### config.mk
export PLATFORM = sky130hd
export DESIGN_NAME = obj_draw
export DESIGN_NICKNAME = d
export VERILOG_FILES = /design/src/obj_video_pkg.sv /design/src/obj_bus_pkg.sv /design/src/obj_draw.sv
export SDC_FILE = /design/constraint.sdc
export NUM_CORES = 1
export LEC_CHECK = 0
export BUFFER_PORTS_ARGS = -buffer_cell sky130_fd_sc_hd__buf_2
export CAP_MARGIN = 20
export CORE_ASPECT_RATIO = 0.6
export CORE_MARGIN = 2
export CORE_UTILIZATION = 50
export DETAILED_ROUTE_END_ITERATION = 8
export GPL_TIMING_DRIVEN = 0
export HOLD_SLACK_MARGIN = 0.08
export PLACE_DENSITY = 0.85
export SETUP_SLACK_MARGIN = 0.02
export SLEW_MARGIN = 20
export SYNTH_ARGS = -nofsm -noshare
export SYNTH_HDL_FRONTEND = slang
export SYNTH_SLANG_ARGS = --single-unit
### constraint.sdc
create_clock -name clk -period 3.03 [get_ports clk]
set_clock_uncertainty 0.05 [all_clocks]
set_input_delay 0.303 -clock clk [delete_from_list [all_inputs] [get_ports clk]]
set_output_delay 0.303 -clock clk [all_outputs]
set_load 0.02 [all_outputs]
### src/obj_video_pkg.sv
// Video timing and sprite geometry types
// Pixel, colour index and ROM address widths

package obj_video_pkg;

    // Raster line number, also sprite Y
    typedef logic [7:0] vpos_t;

    // Horizontal dump position, also sprite X
    // Only 0 to 255 are visible
    typedef logic [8:0] hpos_t;

    // Raw sprite pixel, 0 is transparent
    typedef logic [3:0] pix_t;

    // Palette bank from the attribute byte
    typedef logic [3:0] pal_t;

    // Colour index {bank, pixel}
    typedef logic [7:0] cidx_t;

    // Sprite code, bit 8 comes from the attribute
    typedef logic [8:0] code_t;

    // Graphics ROM word address {code, row, half}
    typedef logic [13:0] rom_addr_t;

    // Object table entry number
    typedef logic [4:0] obj_idx_t;

    // Sprites are square
    localparam int OBJ_H = 16;

endpackage

### src/obj_bus_pkg.sv
// Packed structs passed between the sprite engine blocks
// CPU table access, draw request and line buffer write

package obj_bus_pkg;

    import obj_video_pkg::*;

    // CPU byte access to the object table
    typedef struct packed {
        logic [6:0] addr;
        logic [7:0] wdata;
        logic       we;
    } cpu_bus_t;

    // One matched sprite, from the scan FSM to the draw datapath
    typedef struct packed {
        code_t      code;
        hpos_t      xpos;
        pal_t       pal;
        logic       hflip;
        logic       vflip;
        logic [3:0] row;    // already vflip corrected
    } draw_req_t;

    // Single pixel write into the draw bank
    typedef struct packed {
        logic [7:0] addr;
        cidx_t      data;
        logic       we;
    } lbuf_wr_t;

endpackage

### src/obj_draw.sv
// Sprite draw datapath
// Graphics ROM fetch per half and pixel plotting into the line buffer

`timescale 1ns/1ps

module obj_draw import obj_video_pkg::*, obj_bus_pkg::*; #(
    parameter logic [7:0] HOFFSET = 8'd0
) (
    input  logic        clk,
    input  logic        rst,
    input  logic        draw,
    input  draw_req_t   req,
    output logic        busy,
    output rom_addr_t   rom_addr,
    output logic        rom_cs,
    input  logic [31:0] rom_data,
    input  logic        rom_ok,
    output lbuf_wr_t    lbuf_wr
);

    typedef enum logic [1:0] {
        D_IDLE,
        D_FETCH,
        D_PLOT
    } draw_st_t;

    // Eight pixels per ROM word
    localparam logic [2:0] LAST_COL = 3'(OBJ_H / 2 - 1);

    draw_st_t    st;
    draw_req_t   req_q;
    logic        half;
    logic [2:0]  col;
    logic [31:0] word_q;

    pix_t        pix;
    logic [3:0]  scr_col;
    logic [7:0]  plot_x;

    // Registered line buffer write
    logic        wr_we;
    logic [7:0]  wr_addr;
    cidx_t       wr_data;

    assign busy     = st != D_IDLE;
    assign rom_cs   = st == D_FETCH;
    // Address held while the fetch state waits for rom_ok
    assign rom_addr = {req_q.code, req_q.row, half};

    // Pixel col of the current half, lowest nibble first
    assign pix     = word_q[{col, 2'b00} +: 4];
    // hflip reverses the sixteen columns
    assign scr_col = {half, col} ^ {4{req_q.hflip}};
    // Wraps around the 256 pixel line
    assign plot_x  = req_q.xpos[7:0] + HOFFSET + {4'd0, scr_col};

    always_ff @(posedge clk or posedge rst) begin
        if (rst) begin
            st    <= D_IDLE;
            half  <= 1'b0;
            col   <= '0;
            wr_we <= 1'b0;
        end else begin
            // Transparent pixels are never written
            wr_we <= st == D_PLOT && pix != '0;
            case (st)
                D_IDLE: begin
                    if (draw) begin
                        half <= 1'b0;
                        st   <= D_FETCH;
                    end
                end
                D_FETCH: begin
                    if (rom_ok) begin
                        col <= '0;
                        st  <= D_PLOT;
                    end
                end
                D_PLOT: begin
                    col <= col + 1'b1;
                    if (col == LAST_COL) begin
                        if (half) begin
                            st <= D_IDLE;
                        end else begin
                            half <= 1'b1;
                            st   <= D_FETCH;
                        end
                    end
                end
                default: st <= D_IDLE;
            endcase
        end
    end

    always_ff @(posedge clk) begin
        if (st == D_IDLE && draw) begin
            req_q <= req;
        end
        if (st == D_FETCH && rom_ok) begin
            word_q <= rom_data;
        end
        wr_addr <= plot_x;
        wr_data <= {req_q.pal, pix};
    end

    assign lbuf_wr = '{addr: wr_addr, data: wr_data, we: wr_we};

endmodule

After elaboration in Yosys (flattened, before gate mapping) --
Index checks and enable logic that the tools add are counted.
Cells by class: add/sub/neg operators 2, $mul 0, divide/modulo/power cells 0, magnitude comparators 0, eq/ne operators 6, shift operators 1, multiplexer cells 10, bitwise gates (word level) 1, reduce and logical (&&, ||, !) cells 11
Operator list (number):
- 32-bit by 6-bit indexed part select with 4-bit output | 1
- 8-bit by 4-bit adder with 8-bit output | 1
- 2-bit two-way mux | 3
- 2-bit case mux with 3 select lines | 1
- 3-bit case mux with 2 select lines | 1
- 3-bit AND reduction | 2
- 2-bit nonzero test | 3
- 2-bit by 1-bit != test with 1-bit output, second input constant | 2
- 4-bit nonzero test | 1
- 4-bit bitwise XOR | 1
- 3-bit by 1-bit adder with 3-bit output, second input constant | 1
- 3-bit == test, second input constant | 1
- 1-bit logical AND | 3
- 1-bit two-way mux | 3
- 3-bit two-way mux | 1
- 2-bit by 1-bit == test with 1-bit output, second input constant | 1
- 2-bit == test, second input constant | 1
- 2-bit logical NOT | 1
- 2-bit != test, second input constant | 1
- 1-bit case mux with 2 select lines | 1
- 2-bit AND reduction | 1
Storage, ports and cells: register bits after elaboration 81, bits in latches 0, memory bits (writable) 0, bits in read-only memories 0, bits of input ports 64, output and inout port bits 33, memories 0

Longest topological paths before layout --
depth in word-level cells 3, mapped depth 8

Worst setup path after synthesis --
No wires, ideal clock.
kind register -> register, start reg st[1], end reg req_q[10] (netlist bit), enable pin, arrival 1.992 ns, setup slack 0.579 ns, stages on the path, launching flop included 4, period minus slack after synthesis 2.451 ns, cell sequence dfrtp_1 > clkbuf_1 > or2_1 > nor2_1
Between the ends: cells in the longest elaborated chain, start to end 2
Ends and longest elaborated chain:
- start, declared | line obj_draw.sv:30 | draw_st_t st;
- start signal, assigned | line obj_draw.sv:59 | st <= D_IDLE;
- start signal, assigned | line obj_draw.sv:70 | st <= D_FETCH;
- start signal, assigned | line obj_draw.sv:76 | st <= D_PLOT;
- 2-bit logical NOT | line obj_draw.sv:96 | if (st == D_IDLE && draw) begin
- 1-bit logical AND | line obj_draw.sv:96
- end signal, assigned | line obj_draw.sv:97 | req_q <= req;
- end, declared | line obj_draw.sv:31 | draw_req_t req_q;
Every way passes these cells. A chain may end at the register's enable or synchronous reset.

Worst setup path in the final report --
start reg col[1], end reg wr_addr[5]
Between the ends: cells in the longest elaborated chain, start to end 2
Ends and longest elaborated chain:
- start, declared | line obj_draw.sv:33 | logic [2:0] col;
- start signal, assigned | line obj_draw.sv:80 | col <= col + 1'b1;
- 4-bit bitwise XOR | line obj_draw.sv:53 | assign scr_col = {half, col} ^ {4{req_q.hflip}};
- 8-bit by 4-bit adder with 8-bit output | line obj_draw.sv:55 | assign plot_x = req_q.xpos[7:0] + HOFFSET + {4'd0, scr_col};
- net plot_x[5] | line obj_draw.sv:38 | logic [7:0] plot_x;
- end signal, assigned | line obj_draw.sv:102 | wr_addr <= plot_x;
- end, declared | line obj_draw.sv:42 | logic [7:0] wr_addr;
The timed path passes the listed nets, and every way through them passes these cells.

==> impl_metrics.prom <==
# TYPE chip_impl_metric gauge
chip_impl_metric{name="grt.overflow.total",unit=""} 0
chip_impl_metric{name="drv_slew",unit=""} 0
chip_impl_info{name="ctsRootBufferMaster",value="clkbuf_8"} 1
chip_impl_metric{name="async_flop_share",unit="%"} 8.64
chip_impl_metric{name="detail_route.drc_violations",unit=""} 0
chip_impl_metric{name="syn-num-nets",unit=""} 245
chip_impl_metric{name="pre_cts_ws",unit="ps"} 612
chip_impl_metric{name="synth_mux_area_share",unit="%"} 8.88
chip_impl_metric{name="post-route-util",unit="%"} 73.9
chip_impl_metric{name="final_layout_size_suffix_gt1_share",unit="%"} 39.8
chip_impl_metric{name="synth-edff-count",unit=""} 58
chip_impl_metric{name="postSynthCellCount",unit=""} 174
chip_impl_metric{name="synth.distinct_cells",unit=""} 33
chip_impl_metric{name="area.growth.synth_to_final",unit="%"} 45.0
chip_impl_metric{name="power.static_leakage",unit="nW"} 1.86
chip_impl_metric{name="starting_density_of_the_core",unit="%"} 51.0
chip_impl_metric{name="die-width",unit="µm"} 105
chip_impl_metric{name="timing.critical_path.arrival",unit="ps"} 2580
chip_impl_metric{name="timing.critical_path.fanout_max",unit=""} 10
chip_impl_metric{name="drt_pass1_iterations",unit=""} 4
chip_impl_info{name="commonest_register_cell_after_synthesis",value="edfxtp_1"} 1
chip_impl_metric{name="insertedDiodeCount",unit=""} 0
chip_impl_metric{name="maxClockFrequency",unit="MHz"} 418
chip_impl_metric{name="port_buffers",unit=""} 94
chip_impl_metric{name="ir_drop",unit="mV"} 0.535
chip_impl_metric{name="ant_nets",unit=""} 0
chip_impl_metric{name="post_synth_and_or_nand_nor_area_fraction",unit="%"} 3.89
chip_impl_metric{name="synthesis.area_per_instance",unit="µm²"} 17.6
chip_impl_metric{name="floorplan.core_area",unit="µm²"} 6000
chip_impl_metric{name="cts.repair_timing.setup_buffer_count",unit=""} 0
chip_impl_metric{name="mappedNetlistArea",unit="µm²"} 3060
chip_impl_metric{name="synth.yosys.seq_area_share",unit="%"} 73.2
chip_impl_metric{name="setup_total_negative_slack",unit="ps"} 0
chip_impl_metric{name="htree_num_levels",unit=""} 3
chip_impl_metric{name="synth-xor-area-share",unit="%"} 2.58
chip_impl_metric{name="wirelength_routed",unit="mm"} 6.41
chip_impl_metric{name="routedWlPerCell",unit="µm"} 15.0
chip_impl_info{name="run_status",value="finished clean"} 1
chip_impl_metric{name="gp_weighted_congestion",unit=""} 0.809
chip_impl_metric{name="vias_per_cell",unit=""} 4.60
chip_impl_info{name="tritoncts",value="done"} 1
chip_impl_metric{name="groute.usage.overall",unit="%"} 19.9
chip_impl_metric{name="total_nets_final",unit=""} 410
chip_impl_metric{name="vias",unit=""} 1969
chip_impl_metric{name="synth_seq_cells",unit=""} 81
chip_impl_info{name="synth_top_family_by_area",value="multiplexers"} 1
chip_impl_info{name="setup_repair_after_global_routing_missed_its_margin",value="false"} 1
chip_impl_metric{name="drt_iter0_drc",unit=""} 69
chip_impl_metric{name="synth_fa_ha_area_share",unit="%"} 3.11
chip_impl_metric{name="io_pins",unit=""} 97
chip_impl_metric{name="finalCritPeriodShare",unit="%"} 79.0
chip_impl_info{name="setup.worst_path.end_class",value="flop"} 1
chip_impl_metric{name="synthesis.yosys.warnings",unit=""} 0
chip_impl_metric{name="worst_relative_slew_slack",unit="%"} 50.9
chip_impl_metric{name="cts_made_buffers",unit=""} 9
chip_impl_metric{name="place.detailed.hpwl",unit="mm"} 3.75
chip_impl_metric{name="grt_max_degree",unit=""} 27
chip_impl_metric{name="grt_pass1_vias",unit=""} 2074
chip_impl_metric{name="post-route-worst-setup-slack",unit="ps"} 635
chip_impl_metric{name="n_fill_cell",unit=""} 396
chip_impl_info{name="worst-setup-path-type",value="reg -> reg"} 1
chip_impl_metric{name="ctsResizeCount",unit=""} 0
chip_impl_metric{name="chipHeight",unit="µm"} 64.6
chip_impl_metric{name="cts-root-to-sink-buffers",unit=""} 2
chip_impl_metric{name="die_area",unit="µm²"} 6780
chip_impl_metric{name="path_clk_slew",unit="ps"} 70
chip_impl_metric{name="finalSetupViolations",unit=""} 0
chip_impl_metric{name="worst_slew_pin_slew",unit="ps"} 734
chip_impl_metric{name="fin_crit",unit="ps"} 2390
chip_impl_metric{name="synth-compound-area-share",unit="%"} 2.82
chip_impl_metric{name="drv.max_cap_violation_count",unit=""} 0
chip_impl_metric{name="clkLatencyLatePin",unit="ps"} 340
chip_impl_metric{name="numClockSinks",unit=""} 81
chip_impl_info{name="critical_path_source_type",value="flop"} 1
chip_impl_metric{name="hold_viol_final",unit=""} 0
chip_impl_info{name="hold_path.class",value="in -> reg"} 1
chip_impl_metric{name="power_density",unit="nW/µm²"} 803
chip_impl_metric{name="fin_hold_ws",unit="ps"} 289
chip_impl_metric{name="first_pass_grt_wire_length",unit="mm"} 9.83
chip_impl_metric{name="antenna_found_initial",unit=""} 0
chip_impl_metric{name="timing.critical_path.required",unit="ps"} 3210
chip_impl_metric{name="fp-row-count",unit=""} 22
chip_impl_metric{name="post_cts_hold_buffer_count",unit=""} 58
-- cells in the mapped netlist, types with 3 or more instances --
cell       n  area, µm²
dfrtp_1    7        175
nand2_1    6       22.5
nor2_1     9       33.8
inv_1      4       15.0
xor2_1     7       61.3
ha_1       6       75.1
dfxtp_1   16        320
buf_4     15        113
mux4_1     5        131
mux4_2     3       67.6
a21oi_1    8       40.0
edfxtp_1  58       1740
-- report_power, final --
part	internal (mW)	leakage (nW)	switching (mW)
clock network	0.294	0.0807	0.387
logic	0.589	1.02	0.694
registers	1.50	0.763	0.0970
total	2.39	1.86	1.18
-- flip-flops by register name, indices dropped and copies added, names as in the netlist --
name	cells
st	2
req_q	13
wr_we	1
wr_data	8
col	3
word_q	32
half	1
wr_addr	8
rom_addr	13
-- stage by stage --
stage          cell area, µm²  power (mW)  std cells
2_1_floorplan            3060        2.47        174
5_1_grt                  4440        3.77        428
6_report                 4440        3.56        428
3_5_place_dp             3680        2.84        353
4_1_cts                  4430        3.57        427
3_3_place_gp             3630        2.78        352
-- cell usage in the layout, fill, tap and decap left out, drive strengths merged, types with 2 or more instances in the layout --
cell type	netlist	layout
dlygate4sd3	0	59
nor2	9	9
edfxtp	58	58
xor2	7	7
clkinvlp	0	2
nand2	6	6
xnor2	2	2
dfxtp	16	16
mux2	4	4
ha	6	6
nand3	2	2
nor2b	2	2
mux2i	2	2
o21ai	2	2
a21oi	8	8
mux4	8	8
o22ai	2	2
buf	17	112
clkinv	0	4
inv	5	6
clkbuf	2	11
a21o	2	2
dfrtp	7	7
-- area by class of cell --
cell class / count / area [µm²] / area share [%]
Clock buffer: 9 / 124 / 2.79
Tap cell: 84 / 105 / 2.37
Clock inverter: 7 / 45.0 / 1.02
Timing Repair Buffer: 154 / 1090 / 24.5
Sequential cell: 81 / 2240 / 50.4
Multi-Input combinational cell: 69 / 666 / 15.0
Inverter: 5 / 18.8 / 0.423
Buffer: 19 / 151 / 3.41
-- path summary, 6_finish.rpt --
kind,from,endpoint,slack [ps],cells past startpoint
min in group asynchronous,rst,wr_we,390,3
max in group asynchronous,rst,st[1],2300,3
worst max-delay path,col[1],wr_addr[5],640,7
worst max register to register,col[1],wr_addr[5],640,7
worst min register to register,req_q[9],wr_data[7],300,0
worst min-delay path,draw,half,290,4
-- critical path, cell delays in order (launching register included) --
cell and delay (ps):
dfrtp_1 380, clkbuf_1 480, xor2_1 340, ha_1 300, a21o_1 180, a21oi_1 280
o21ai_1 130, xor2_1 150
-- metal layers --
layer,wire length [µm],vias up,GRT usage [%]
met5,0,-,0
met4,156,0,8.50
met3,293,13,6.84
met2,3260,65,34.7
met1,2700,927,22.8
li1,-,964,-
-- cells by family after synthesis --
family          count (synthesis)
mux                            14
xor+xnor                        9
fa+ha+maj                       7
flops                          81
compound gates                 15
buf+inv                        24
simple gates                   24
Power figures use the tool's default switching activity.
