File: config.mk
export PLATFORM = sky130hd
export DESIGN_NAME = obj_scan
export DESIGN_NICKNAME = d
export VERILOG_FILES = /design/src/obj_video_pkg.sv /design/src/obj_bus_pkg.sv /design/src/obj_scan.sv
export SDC_FILE = /design/constraint.sdc
export NUM_CORES = 1
export LEC_CHECK = 0
export BUFFER_PORTS_ARGS = -buffer_cell sky130_fd_sc_hd__buf_2
export CORE_ASPECT_RATIO = 0.8
export CORE_UTILIZATION = 40
export CTS_BUF_LIST = sky130_fd_sc_hd__clkbuf_4 sky130_fd_sc_hd__clkbuf_8
export CTS_CLUSTER_SIZE = 24
export DETAILED_ROUTE_END_ITERATION = 8
export GPL_ROUTABILITY_DRIVEN = 0
export MAX_ROUTING_LAYER = met4
export PLACE_DENSITY = 0.61
export SYNTH_ARGS = -nofsm -noshare
export SYNTH_HDL_FRONTEND = slang
export SYNTH_SLANG_ARGS = --single-unit
File: constraint.sdc
create_clock -name clk -period 5.4 [get_ports clk]
set_clock_uncertainty 0.1 [all_clocks]
set_input_delay 0 -clock clk [delete_from_list [all_inputs] [get_ports clk]]
set_output_delay 0 -clock clk [all_outputs]
set_load 0.02 [all_outputs]
File: src/obj_video_pkg.sv
// Video timing and sprite geometry types
// Pixel, colour index and ROM address widths

package obj_video_pkg;

    // Raster line number, also sprite Y
    typedef logic [7:0] vpos_t;

    // Horizontal dump position, also sprite X
    // Only 0 to 255 are visible
    typedef logic [8:0] hpos_t;

    // Raw sprite pixel, 0 is transparent
    typedef logic [3:0] pix_t;

    // Palette bank from the attribute byte
    typedef logic [3:0] pal_t;

    // Colour index {bank, pixel}
    typedef logic [7:0] cidx_t;

    // Sprite code, bit 8 comes from the attribute
    typedef logic [8:0] code_t;

    // Graphics ROM word address {code, row, half}
    typedef logic [13:0] rom_addr_t;

    // Object table entry number
    typedef logic [4:0] obj_idx_t;

    // Sprites are square
    localparam int OBJ_H = 16;

endpackage

File: src/obj_bus_pkg.sv
// Packed structs passed between the sprite engine blocks
// CPU table access, draw request and line buffer write

package obj_bus_pkg;

    import obj_video_pkg::*;

    // CPU byte access to the object table
    typedef struct packed {
        logic [6:0] addr;
        logic [7:0] wdata;
        logic       we;
    } cpu_bus_t;

    // One matched sprite, from the scan FSM to the draw datapath
    typedef struct packed {
        code_t      code;
        hpos_t      xpos;
        pal_t       pal;
        logic       hflip;
        logic       vflip;
        logic [3:0] row;    // already vflip corrected
    } draw_req_t;

    // Single pixel write into the draw bank
    typedef struct packed {
        logic [7:0] addr;
        cidx_t      data;
        logic       we;
    } lbuf_wr_t;

endpackage

File: src/obj_scan.sv
// Object table scan FSM
// Walks all entries once per line and issues draw requests

`timescale 1ns/1ps

module obj_scan import obj_video_pkg::*, obj_bus_pkg::*; #(
    parameter int MAX_OBJ = 32
) (
    input  logic       clk,
    input  logic       rst,
    input  logic       hinit,
    input  vpos_t      vrender,
    output logic [6:0] scan_addr,
    input  logic [7:0] scan_rdata,
    input  logic       busy,
    output logic       draw,
    output draw_req_t  req
);

    typedef enum logic [2:0] {
        S_IDLE,
        S_RD_Y,
        S_RD_ATTR,
        S_RD_CODE,
        S_RD_X,
        S_DECIDE,
        S_WAIT
    } scan_st_t;

    localparam obj_idx_t LAST_IDX = obj_idx_t'(MAX_OBJ - 1);

    scan_st_t   st;
    obj_idx_t   idx;
    logic [1:0] byte_sel;

    // Captured entry bytes
    vpos_t      y_q;
    logic [7:0] attr_q;
    logic [7:0] code_q;

    // Match rule
    vpos_t      ydiff;
    logic       inzone;
    logic [3:0] row;

    assign ydiff  = vrender - y_q;
    assign inzone = ydiff < vpos_t'(OBJ_H);
    // vflip mirrors the row inside the sprite
    assign row    = ydiff[3:0] ^ {4{attr_q[7]}};

    // Byte offset presented by each read state
    always_comb begin
        case (st)
            S_RD_ATTR: byte_sel = 2'd1;
            S_RD_CODE: byte_sel = 2'd2;
            S_RD_X:    byte_sel = 2'd3;
            default:   byte_sel = 2'd0;
        endcase
    end

    assign scan_addr = {idx, byte_sel};

    always_ff @(posedge clk or posedge rst) begin
        if (rst) begin
            st   <= S_IDLE;
            idx  <= '0;
            draw <= 1'b0;
        end else begin
            draw <= 1'b0;
            case (st)
                S_IDLE: begin
                    if (hinit) begin
                        idx <= '0;
                        st  <= S_RD_Y;
                    end
                end
                S_RD_Y:    st <= S_RD_ATTR;
                S_RD_ATTR: st <= S_RD_CODE;
                S_RD_CODE: st <= S_RD_X;
                S_RD_X:    st <= S_DECIDE;
                S_DECIDE: begin
                    if (inzone) begin
                        draw <= 1'b1;
                        st   <= S_WAIT;
                    end else if (idx == LAST_IDX) begin
                        st <= S_IDLE;
                    end else begin
                        idx <= idx + 1'b1;
                        st  <= S_RD_Y;
                    end
                end
                S_WAIT: begin
                    // busy only rises the cycle after draw
                    if (!draw && !busy) begin
                        if (idx == LAST_IDX) begin
                            st <= S_IDLE;
                        end else begin
                            idx <= idx + 1'b1;
                            st  <= S_RD_Y;
                        end
                    end
                end
                default: st <= S_IDLE;
            endcase
        end
    end

    // Data for each byte lands one state after its address
    always_ff @(posedge clk) begin
        case (st)
            S_RD_ATTR: y_q    <= scan_rdata;
            S_RD_CODE: attr_q <= scan_rdata;
            S_RD_X:    code_q <= scan_rdata;
            default: ;
        endcase
        if (st == S_DECIDE && inzone) begin
            // X byte arrives in the decide cycle
            req.code  <= {attr_q[4], code_q};
            req.xpos  <= {1'b0, scan_rdata};
            req.pal   <= attr_q[3:0];
            req.hflip <= attr_q[6];
            req.vflip <= attr_q[7];
            req.row   <= row;
        end
    end

endmodule

# Word-level counts from Yosys, hierarchy flattened
# Index checks and enable logic that the tools add are counted.
# W data, S select, Z words.
dict set report word_totals {
  inputBits 20
  reg_bits 60
}
dict set report classes {
  n_reduce_logical 8
  magnitude_cmp 1
  n_mux 13
  addsub 2
  eq_ne 10
  bitwise_logic 1
}
# op count
set ops {}
lappend ops {{$pmux W3 S7} 1}
lappend ops {{$mux W5} 4}
lappend ops {{$pmux W5 S3} 1}
lappend ops {{$eq A3 B3 Y1 const B} 3}
lappend ops {{$mux W3} 3}
lappend ops {{$lt A8 B5 Y1 const B} 1}
lappend ops {{$sub A8 B8 Y8} 1}
lappend ops {{$eq A3 B2 Y1 const B} 2}
lappend ops {{$ne A2 B2 Y1 const B} 3}
lappend ops {{$pmux W2 S3} 1}
lappend ops {{$add A5 B1 Y5 const B} 1}
lappend ops {{$eq A5 B5 Y1 const B} 1}
lappend ops {{$reduce_and A4 Y1} 1}
lappend ops {{$xor A4 B4 Y4} 1}
lappend ops {{$eq A3 B1 Y1 const B} 1}
lappend ops {{$logic_not A3 Y1} 1}
lappend ops {{$mux W1} 3}
lappend ops {{$reduce_bool A3 Y1} 1}
lappend ops {{$logic_and A1 B1 Y1} 2}
lappend ops {{$logic_not A1 Y1} 2}
lappend ops {{$reduce_and A2 Y1} 1}

# Logic depth before layout (Yosys ltp)
# Gate-level depths: netlist (run 1).
dict set report depth {
  word_depth 4
  depth_mapped 10
  ltp_nobuf 10
}

# Least setup slack after synthesis (run 1)
# Ideal clock, no wire load.
dict set report synth_timing {
  path_type {flip-flop to flip-flop}
  start {register y_q[5]}
  end {register req[0] (netlist name), enable pin}
  t_arrival_ns 2.226
  path_slack_ns 2.686
  setup_ns 0.388
  t_required_ns 4.912
  synth_period_minus_slack_ns 2.714
  stages_incl_launch_ff 7
  n_path_buf 0
  cell_sequence {edfxtp_1 > inv_1 > ha_1 > o21a_1 > or3_1 > a211oi_2 > and3_1}
}
dict set report synth_via {
  elab_chain_cells 3
}
# element line
set synth_rtl {}
lappend synth_rtl {{start, declared} obj_scan.sv:37} ;# vpos_t y_q;
lappend synth_rtl {{start signal, assigned} obj_scan.sv:111} ;# S_RD_ATTR: y_q <= scan_rdata;
lappend synth_rtl {{$sub A8 B8 Y8} obj_scan.sv:46} ;# assign ydiff = vrender - y_q;
lappend synth_rtl {{$lt A8 B5 Y1} obj_scan.sv:47} ;# assign inzone = ydiff < vpos_t'(OBJ_H);
lappend synth_rtl {{$logic_and A1 B1 Y1} obj_scan.sv:116} ;# if (st == S_DECIDE && inzone) begin
lappend synth_rtl {{end, declared} obj_scan.sv:17} ;# output draw_req_t req
# Every way passes these cells.
# A chain may end at the register's enable or synchronous reset.

# Worst setup path after layout (run 1)
dict set report layout_timing {
  start {register y_q[5]}
  end {register req[14] (netlist name), enable pin}
}
# The elaborated chain is that of the path after synthesis.

==> results of run 1 <==
-- cell type report --
type	instances	area, sq um	share of cell area [%]
repair buffers	66	385	12.4
flip-flops and latches	59	1730	55.4
clock inverters	7	100	3.21
inverters	11	41.3	1.32
multi-input cells	88	642	20.6
well taps	78	97.6	3.13
clock buffers	9	124	3.97
-- cell families after synthesis --
| kind of cell | count (synthesis) |
|---|---|
| buffers and inverters | 15 |
| other | 1 |
| AO/OA/AOI/OAI | 25 |
| adder cells (fa/ha/maj) | 11 |
| XOR/XNOR | 8 |
| multiplexers | 2 |
| AND/OR/NAND/NOR | 41 |
| flip-flops | 59 |
-- flip-flops by register name, summed over array words and instances, names as in the netlist --
signal  count
draw        1
req        27
y_q         8
attr_q      7
idx         5
code_q      8
st          3
-- critical path, cell delays in order, from the launching register on --
cell      delay (ns)
edfxtp_1        0.32
inv_1           0.04
ha_1            0.33
o21a_1          0.21
or3_1           0.33
a211oi_2        0.31
and3_1          0.20
buf_4           0.33
-- per-stage QoR --
step	area [sq um]	util [%]	total power, mW
4_1_cts	3120	55.2	1.36
6_report	3120	55.2	1.34
2_1_floorplan	2430	-	0.829
3_5_place_dp	2790	49.5	0.908
5_1_grt	3120	55.2	1.41
3_3_place_gp	2790	49.5	0.900
-- final timing paths --
kind / start / endpoint / slack [ns] / cells after the start
max in group asynchronous: rst / st[1] / 4.84 / 3
min: rst / draw / 0.08 / 3
max: y_q[5] / req[14] / 2.87 / 7
min in group clk: vrender[0] / req[0] / 0.11 / 4
min reg2reg: code_q[7] / req[26] / 0.31 / 0
max reg2reg: y_q[5] / req[14] / 2.87 / 7
-- cell usage in the layout, fill, tap and decap left out, types with 3 or more instances in the layout --
cell / count
buf_2: 54
edfxtp_1: 50
inv_1: 11
ha_1: 10
dlygate4sd3_1: 10
nand2_1: 9
clkbuf_8: 9
dfrtp_1: 9
a21oi_1: 7
nand2b_1: 6
o21ai_0: 6
xnor2_1: 5
nor2_1: 4
nand3_1: 4
and3_1: 4
or3_1: 3
xor2_1: 3
clkinv_4: 3
-- metal layers --
layer	track usage, %	share of wire [%]
met5	-	0
met4	7.58	1.8
met3	5.65	4.3
met2	21.8	45
met1	19.6	49
-- power groups by stage --
| stage | registers (mW) | logic [mW] | clock network (mW) |
|---|---|---|---|
| after detailed placement | 0.623 | 0.285 | 0 |
| after floorplan | 0.606 | 0.223 | 0 |
| after CTS | 0.613 | 0.291 | 0.456 |
| after global placement | 0.622 | 0.278 | 0 |
| after global routing | 0.620 | 0.322 | 0.469 |
| final | 0.613 | 0.286 | 0.443 |
==> flow_summary.toml, run 1 <==
[setup_path]
critical_path.startpoint_type = "flip-flop"
criticalPathCategory = "reg2reg"
cp.required_ns = 5.29
endpoint_kind = "flip-flop"
arrival_ns = 2.42
cp_max_fo = 30

[timing]
timing_hold_violations_final = 0
rsz0062_at_grt = "false"
worstMarginPinSlew_ns = 0.837
worst_slack_ns = 2.87
setup_violations = 0
setup_tns_ns = 0
drv_slew = 0
fmax_ghz = 0.396
finalCritPeriodShare_pct = 46.8
holdWs_ns = 0.0795
slew_headroom_pct = 44.0
period_minus_slack_ns = 2.53

[synthesis]
synthFlopType = "edfxtp_1"
synth.top_cell.area_share_pct = 61.8
synthSimpleGateAreaFrac_pct = 9.27
synth_xor_area_share_pct = 2.88
synth_mux_area_share_pct = 0.875
synth_area_sq_mm = 0.00243
post-synth-top-count-cell = "edfxtp_1"
synth_top_family_by_area = "simple AND/OR/NAND/NOR gates"
synth_fa_ha_area_share_pct = 5.97
syn_avg_cell_area_sq_um = 15.0
seq_area_frac_synth_pct = 71.1
synth_cell_types = 40
synth_area_leaders = "edfxtp_1 62%, dfrtp_1 9.3%, ha_1 5.1%"
yosysWarnings = 0
syn_inst = 162
yosys-top-cells-count = "50 x edfxtp_1, 11 x inv_1, 10 x ha_1"
synthesis.nets = 193
synth_edf_count = 50
synth-compound-area-share_pct = 7.26
synth-seq-cells = 59
synth_top_area_cell = "edfxtp_1"
ys_async_sr_fraction_pct = 15.3

[routing]
routed_wirelength_um = 4310
via_per_inst = 4.64
detail-route-antenna-nets = 0
drt-initial-drc-count = 78
drc = 0
wire_per_inst_um = 13.6
firstDrtPassIters = 4
num_vias = 1477

[clocking]
htree_num_levels = 3
cts.sinks = 59
cts_tree = "built"
cts_resized = 0
path_clk_slew_ns = 0.07
postCtsSetupRepairBufs = 0
clock_path_buffers = 2
hold_buffers = 10
cts_made_buffers = 9
cts-root-buf = "clkbuf_8"
worstSkewPairLatency_ns = 0.34

[power_and_ir_drop]
clkPwrFrac_pct = 33.0
p_sw_uw = 388
netSwitchingFraction_pct = 28.9
p_int_uw = 955
power.ir.vdd_worst_v = 0.000217
combPwrFrac_pct = 21.3
leakage_nw = 1.27
sequentialPowerShare_pct = 45.7
p_per_area_mw_per_mm2 = 431

[placement]
dp.final_hpwl_um = 2910
post-place-cells = 292
portBuffers = 54
place_ws_ns = 2.87

[floorplanning]
fp.dieArea_sq_mm = 0.00639
die_h_um = 71.7
num_io_pins = 56
die_w_um = 89.1
row_count = 24
core-area_sq_mm = 0.00565
start_util_pct = 43.0

[min_path]
min_path_type = "in2async"

[grt]
grt_antenna_before_repair = 0
grt_max_degree = 31
grt_use_total_pct = 15.4
grt_first_pass_wirelength_um = 6710
grt_remaining_overflow = 0
grt_pass1_vias = 1438

[layout]
final_cells = 318
fillerInstances = 481
final_layout_size_suffix_gt1_share_pct = 32.1
n_antenna_cell = 0
area_delta_synth_final_pct = 28.3
nets = 266

[flow_run]
drv_cap = 0

[outcome]
status = "complete, no violations"
No activity file was read; power rests on OpenSTA's default activity.
==> inputs of run 2 (changes only) <==
- ABC_AREA: unset -> 1
- clock period: 5.4 -> 2.4 ns (I/O delays scaled with it)
==> run 2 against run 1 <==
Net effect:
- sequential cell count unchanged
- cell count up 18%
- clock power up 100%
- final area grew 8.3%
- wire length rose by 12%
- combinational power grew to 3.2 times the previous value
- sequential share of layout area down 4.3 points
- register-to-register slack got worse by 2.8 ns
- hold slack worse by 0.020 ns
- synthesized cell count increased by 26%
- first-iteration DRC count is 26% higher
- die area is 5.3% higher
- largest power group unchanged
- highest routed layer unchanged
==> flow_summary.toml, run 2 <==
[layout]
largest_register_ffs = 27
n_antenna_cell = 0
final_layout_size_suffix_gt1_share_pct = 35.2
top_register = "req"
area_delta_synth_final_pct = 31.8
nets = 319
largestRegisters = "req: 27 flops, code_q: 8 flops, y_q: 8 flops"
final_cells = 374
layout_commonest_cell = "buf_2"
mostFrequentLayoutCells = "54 x buf_2, 50 x edfxtp_1, 38 x nand2_1, 27 x inv_1, 11 x dlygate4sd3_1"

[power_and_ir_drop]
p_int_mw = 2.13
clkPwrFrac_pct = 28.2
leakage_nw = 1.47
p_per_area_mw_per_mm2 = 944
power.total_mw = 3.19
netSwitchingFraction_pct = 33.2
p_sw_mw = 1.06
combPwrFrac_pct = 28.9
sequentialPowerShare_pct = 42.9
power.ir.vdd_worst_v = 0.000576

[grt]
grt_first_pass_wirelength_um = 7270
grt_max_degree = 29
grt_antenna_before_repair = 0
grt_use_total_pct = 15.3
grt_pass1_vias = 1583
grt_remaining_overflow = 0

[clocking]
cts_tree = "built"
worstSkewPairLatency_ns = 0.34
cts-root-buf = "clkbuf_8"
cts_made_buffers = 9
cts.sinks = 59
clock_path_buffers = 2
path_clk_slew_ns = 0.07
htree_num_levels = 3

[setup_path]
cp.required_ns = 2.36
cp_top_family = "adder cells"
path_buf_inv = 3
arrival_ns = 2.28
worstPathCellList = "ha_1 -> inv_1 -> fa_2 -> nand2_2 -> nand2_2 -> nand3_2 -> nand2_1 -> a21oi_2 -> nand4_4 -> clkinvlp_4 -> clkbuf_16"
critical_path.startpoint_type = "flip-flop"
endpoint_kind = "flip-flop"
cp_max_fo = 7
criticalPathCategory = "reg2reg"
slowest_stage = "edfxtp_1"
cp_common_cell = "nand2_2"
slowest_delay_ns = 0.36

[synthesis]
synth_top_area_cell = "edfxtp_1"
synth_area_leaders = "edfxtp_1 59%, dfrtp_1 8.8%, nand2_1 5.9%"
seq_area_frac_synth_pct = 67.4
yosys-top-cells-count = "50 x edfxtp_1, 40 x nand2_1, 28 x inv_1"
syn_avg_cell_area_sq_um = 12.6
ys_async_sr_fraction_pct = 15.3
syn_inst = 204
synth_area_sq_mm = 0.00256
synth_edf_count = 50
post-synth-top-count-cell = "edfxtp_1"
synth-seq-cells = 59
yosysWarnings = 0
synth.top_cell.area_share_pct = 58.6
synth_cell_types = 29
synthFlopType = "edfxtp_1"
synthesis.nets = 235

[routing]
detail-route-antenna-nets = 0
drc = 0
wire_per_inst_um = 12.9
num_vias = 1665
drt-initial-drc-count = 98
routed_wirelength_um = 4840
firstDrtPassIters = 4
via_per_inst = 4.45

[placement]
post-place-cells = 343
dp.final_hpwl_um = 3170
portBuffers = 54

[floorplanning]
num_io_pins = 56
start_util_pct = 42.4
row_count = 25
die_h_um = 73.6
fp.dieArea_sq_mm = 0.00673
core-area_sq_mm = 0.00604
die_w_um = 91.5

[min_path]
min_path_type = "in2async"

[flow_run]
drv_cap = 0

[timing]
period_minus_slack_ns = 2.32
timing_hold_violations_final = 0
finalCritPeriodShare_pct = 96.7
slew_headroom_pct = 66.8
drv_slew = 0
worstMarginPinSlew_ns = 0.493
fmax_ghz = 0.431
setup_violations = 0

[outcome]
status = "complete, no violations"
## run 2: cell count changes after synthesis, moves of 4 or more
cell      delta
and3_1       -4
nand3b_1     +4
o21ai_0      -5
inv_1       +17
nor2_1       +6
nand2b_1     -6
nand3_1      +6
nand2_1     +31
## run 2: worst reg2reg max path, cell delays in order, from the launching register on
cell        delay, ns
edfxtp_1         0.36
ha_1             0.16
inv_1            0.05
fa_2             0.36
nand2_2          0.08
nand2_2          0.07
nand3_2          0.09
nand2_1          0.07
a21oi_2          0.21
nand4_4          0.12
clkinvlp_4       0.20
clkbuf_16        0.19
## run 2: final timing paths
path / slack [ns] / end / startpoint / cells after the start
setup / recovery: 0.08 / req[5] / y_q[0] / 11
hold / removal: 0.06 / idx[4] / rst / 3
setup reg to reg: 0.08 / req[5] / y_q[0] / 11
hold reg to reg: 0.32 / req[25] / code_q[6] / 0
max in group asynchronous: 1.88 / idx[3] / rst / 3
min in group clk: 0.12 / req[0] / vrender[0] / 4
## run 2: kinds of logic after synthesis
group	after synthesis	synth area share, %
adders and majority gates	11	5.67
other	1	0.146
buffers and inverters	33	5.08
and+or+nand+nor	85	17.5
AOI/OAI and AO/OA	8	1.81
xor gates and xnor gates	7	2.39
DFF	59	67.4
## run 2: metal layers
layer | vias to the layer above | GRT usage (%) | share of wire [%]
li1 | 856 | - | -
met3 | 6 | 5.07 | 5.3
met5 | - | - | 0
met1 | 754 | 20.0 | 51
met2 | 49 | 22.4 | 43
met4 | 0 | 5.82 | 1.3
## run 2: power groups by stage
stage | registers (mW) | clock network, mW | logic [mW]
3_3_place_gp | 1.39 | 0 | 0.867
2_1_floorplan | 1.40 | 0 | 0.633
3_5_place_dp | 1.39 | 0 | 0.878
4_1_cts | 1.37 | 0.924 | 0.898
6_report | 1.37 | 0.898 | 0.921
5_1_grt | 1.38 | 0.965 | 1.03
## run 2: timing repair
action	CTS	global route
setup buffers	0	1
endpoints found under the hold margin	43	0
gates resized for setup	0	5
hold buffers	11	0
endpoints found under the setup margin	0	27
## run 2: stage by stage
step	utilization [%]	worst slack [ns]	hold WS, ns	area (sq um)	setup TNS [ns]
2_1_floorplan	-	0.0400	-0.272	2560	0
3_3_place_gp	49.3	0.147	-0.113	2980	0
3_5_place_dp	49.3	0.0723	-0.119	2980	0
4_1_cts	54.5	0.0514	0.0567	3290	0
5_1_grt	55.9	-0.00247	0.105	3380	-0.00646
6_report	55.9	0.0785	0.0591	3380	0
## run 2: final cells by class
class	instances	area [sq um]
Fill cell	527	2660
Sequential cell	59	1730
Multi-Input combinational cell	112	722
Timing Repair Buffer	74	499
Inverter	32	126
Clock buffer	9	124
Tap cell	81	101
Clock inverter	7	76.3
==> inputs of run 3 (changes only) <==
- CORE_UTILIZATION: 40 -> 55
- PLACE_DENSITY: 0.61 -> 0.8
==> run 3 against run 2 <==
Net effect:
- worst setup slack improved by 0.034 ns
- die area fell by 27%
- final area fell by 2.2%
- combinational power fell by 2%
- register-to-register slack improved by 0.03 ns
- core utilization rose by 20 points
- power fell by 2.9%
- via count rose by 1.4%
- clock power fell by 8.7%
- sequential share of layout area rose by 1.1 points
- wire length fell by 7.3%
- sequential cell count did not move
==> flow_summary.toml, run 3 (synthesized netlist as in run 2, its figures left out) <==
[layout]
seq_area_sq_mm = 0.00173
mostFrequentLayoutCells = "54 x buf_2, 50 x edfxtp_1, 38 x nand2_1, 27 x inv_1, 11 x dlygate4sd3_1"
final_layout_size_suffix_gt1_share_pct = 33.7
layout_commonest_cell = "buf_2"
n_antenna_cell = 0
largestRegisters = "req: 27 flops, code_q: 8 flops, y_q: 8 flops"
area_delta_synth_final_pct = 28.9
fillerInstances = 288
nets = 317
multi_input_area_sq_um = 719
largest_register_ffs = 27
finish.utilization_pct = 76.2
top_register = "req"

[setup_path]
cp_common_cell = "nand2_2"
regToRegEndpoint = "req[10]"
arrival_ns = 2.23
worstPathCellList = "ha_2 -> inv_1 -> fa_2 -> nand2_2 -> nand2_2 -> nand3b_1 -> nand2_1 -> a21oi_2 -> nand4_4 -> clkinvlp_4 -> clkbuf_16"
slowest_delay_ns = 0.36
criticalPathCategory = "reg2reg"
critical_path.startpoint_type = "flip-flop"
slowest_stage = "edfxtp_1"
r2r_slack_ns = 0.11
cp_max_fo = 7
critPathLaunch = "y_q[0]"
cp.required_ns = 2.35
endpoint = "req[10]"
endpoint_kind = "flip-flop"
r2r-start = "y_q[0]"
reg2reg_depth = 11

[clocking]
path_clk_slew_ns = 0.07
clock_path_buffers = 2
cts-root-buf = "clkbuf_8"
cts.sinks = 59
htree_num_levels = 3
worstSkewPairLatency_ns = 0.33
cts_made_buffers = 9
cts_tree = "built"

[power_and_ir_drop]
power.ir.vdd_worst_v = 0.000587
leakage_nw = 1.45
p_per_area_mw_per_mm2 = 937
power.total_mw = 3.09

[routing]
via_per_inst = 4.85
top_layer = "met4"
dr_wl_met3_um = 290
routed_wirelength_um = 4480
drc = 0
firstDrtPassIters = 6
wire_per_inst_um = 12.9
num_vias = 1689
detail-route-antenna-nets = 0
wl_met2_um = 2280
met1_length_um = 1890
drt-initial-drc-count = 109

[floorplanning]
die_h_um = 63.0
fp.dieArea_sq_mm = 0.00494
num_io_pins = 56
row_count = 21
core-area_sq_mm = 0.00434
die_w_um = 78.3
start_util_pct = 59.1

[timing]
slew_headroom_pct = 52.0
fmax_ghz = 0.437
timing_hold_violations_final = 0
finalCritPeriodShare_pct = 95.3
setup_tns_ns = 0
drv_slew = 0
period_minus_slack_ns = 2.29
setup_violations = 0
worstMarginPinSlew_ns = 0.718

[grt]
grt_pass1_vias = 1612
grt_remaining_overflow = 0
grt_antenna_before_repair = 0
grt_use_total_pct = 20.7
grt_first_pass_wirelength_um = 7150
grt_max_degree = 15

[min_path]
min_path_type = "in2async"

[flow_run]
drv_cap = 0

[placement]
portBuffers = 54
dp.final_hpwl_um = 3100

[outcome]
status = "complete, no violations"
run 3: worst max-delay path, delay by kind of cell, from the launching register on:
kind | cells | cell delay (ns)
buffers and inverters | 3 | 0.39
AND/OR/NAND/NOR | 5 | 0.46
AO/OA/AOI/OAI | 1 | 0.17
flip-flops | 1 | 0.36
adder cells (fa/ha/maj) | 2 | 0.53
run 3: worst min path at each step:
stage	from	endpoint	slack (ns)
floorplan	rst	draw	-0.27
global placement	rst	idx[4]	-0.12
detailed placement	rst	draw	-0.12
CTS	rst	idx[4]	0.06
global route	rst	st[2]	0.11
finish	rst	st[2]	0.09
run 3: power by group:
part	switching (mW)	internal (mW)	total (mW)
clock	0.356	0.464	0.820
combinational	0.565	0.339	0.905
sequential	0.0694	1.30	1.37
run 3: area by class of cell:
cell class,instances,share of cell area [%]
Timing Repair Buffer,72,14.4
Tap cell,57,2.16
Clock inverter,7,1.78
Multi-Input combinational cell,112,21.8
Sequential cell,59,52.3
Inverter,32,3.83
Clock buffer,9,3.75
run 3: through the flow:
stage          area, sq um  hold WS, ns  worst slack [ns]  cells
4_1_cts               3250       0.0601             0.105    346
3_5_place_dp          2960       -0.123             0.132    319
2_1_floorplan         2560       -0.272            0.0400    204
5_1_grt               3300        0.113           -0.0106    348
3_3_place_gp          2960       -0.124             0.214    319
6_report              3300       0.0890             0.113    348
run 3: layer usage:
layer,global-route usage (%),vias to the layer above
met2,33.7,64
met4,7.64,0
li1,-,854
met1,23.7,767
met5,-,-
met3,7.30,4
run 3: repair_timing:
| item | CTS | global route |
|---|---|---|
| gates resized for setup | 0 | 5 |
| buffers inserted | 0 | 1 |
| setup endpoints to repair | 0 | 28 |
| hold buffers | 11 | 0 |
| endpoints found under the hold margin | 43 | 0 |
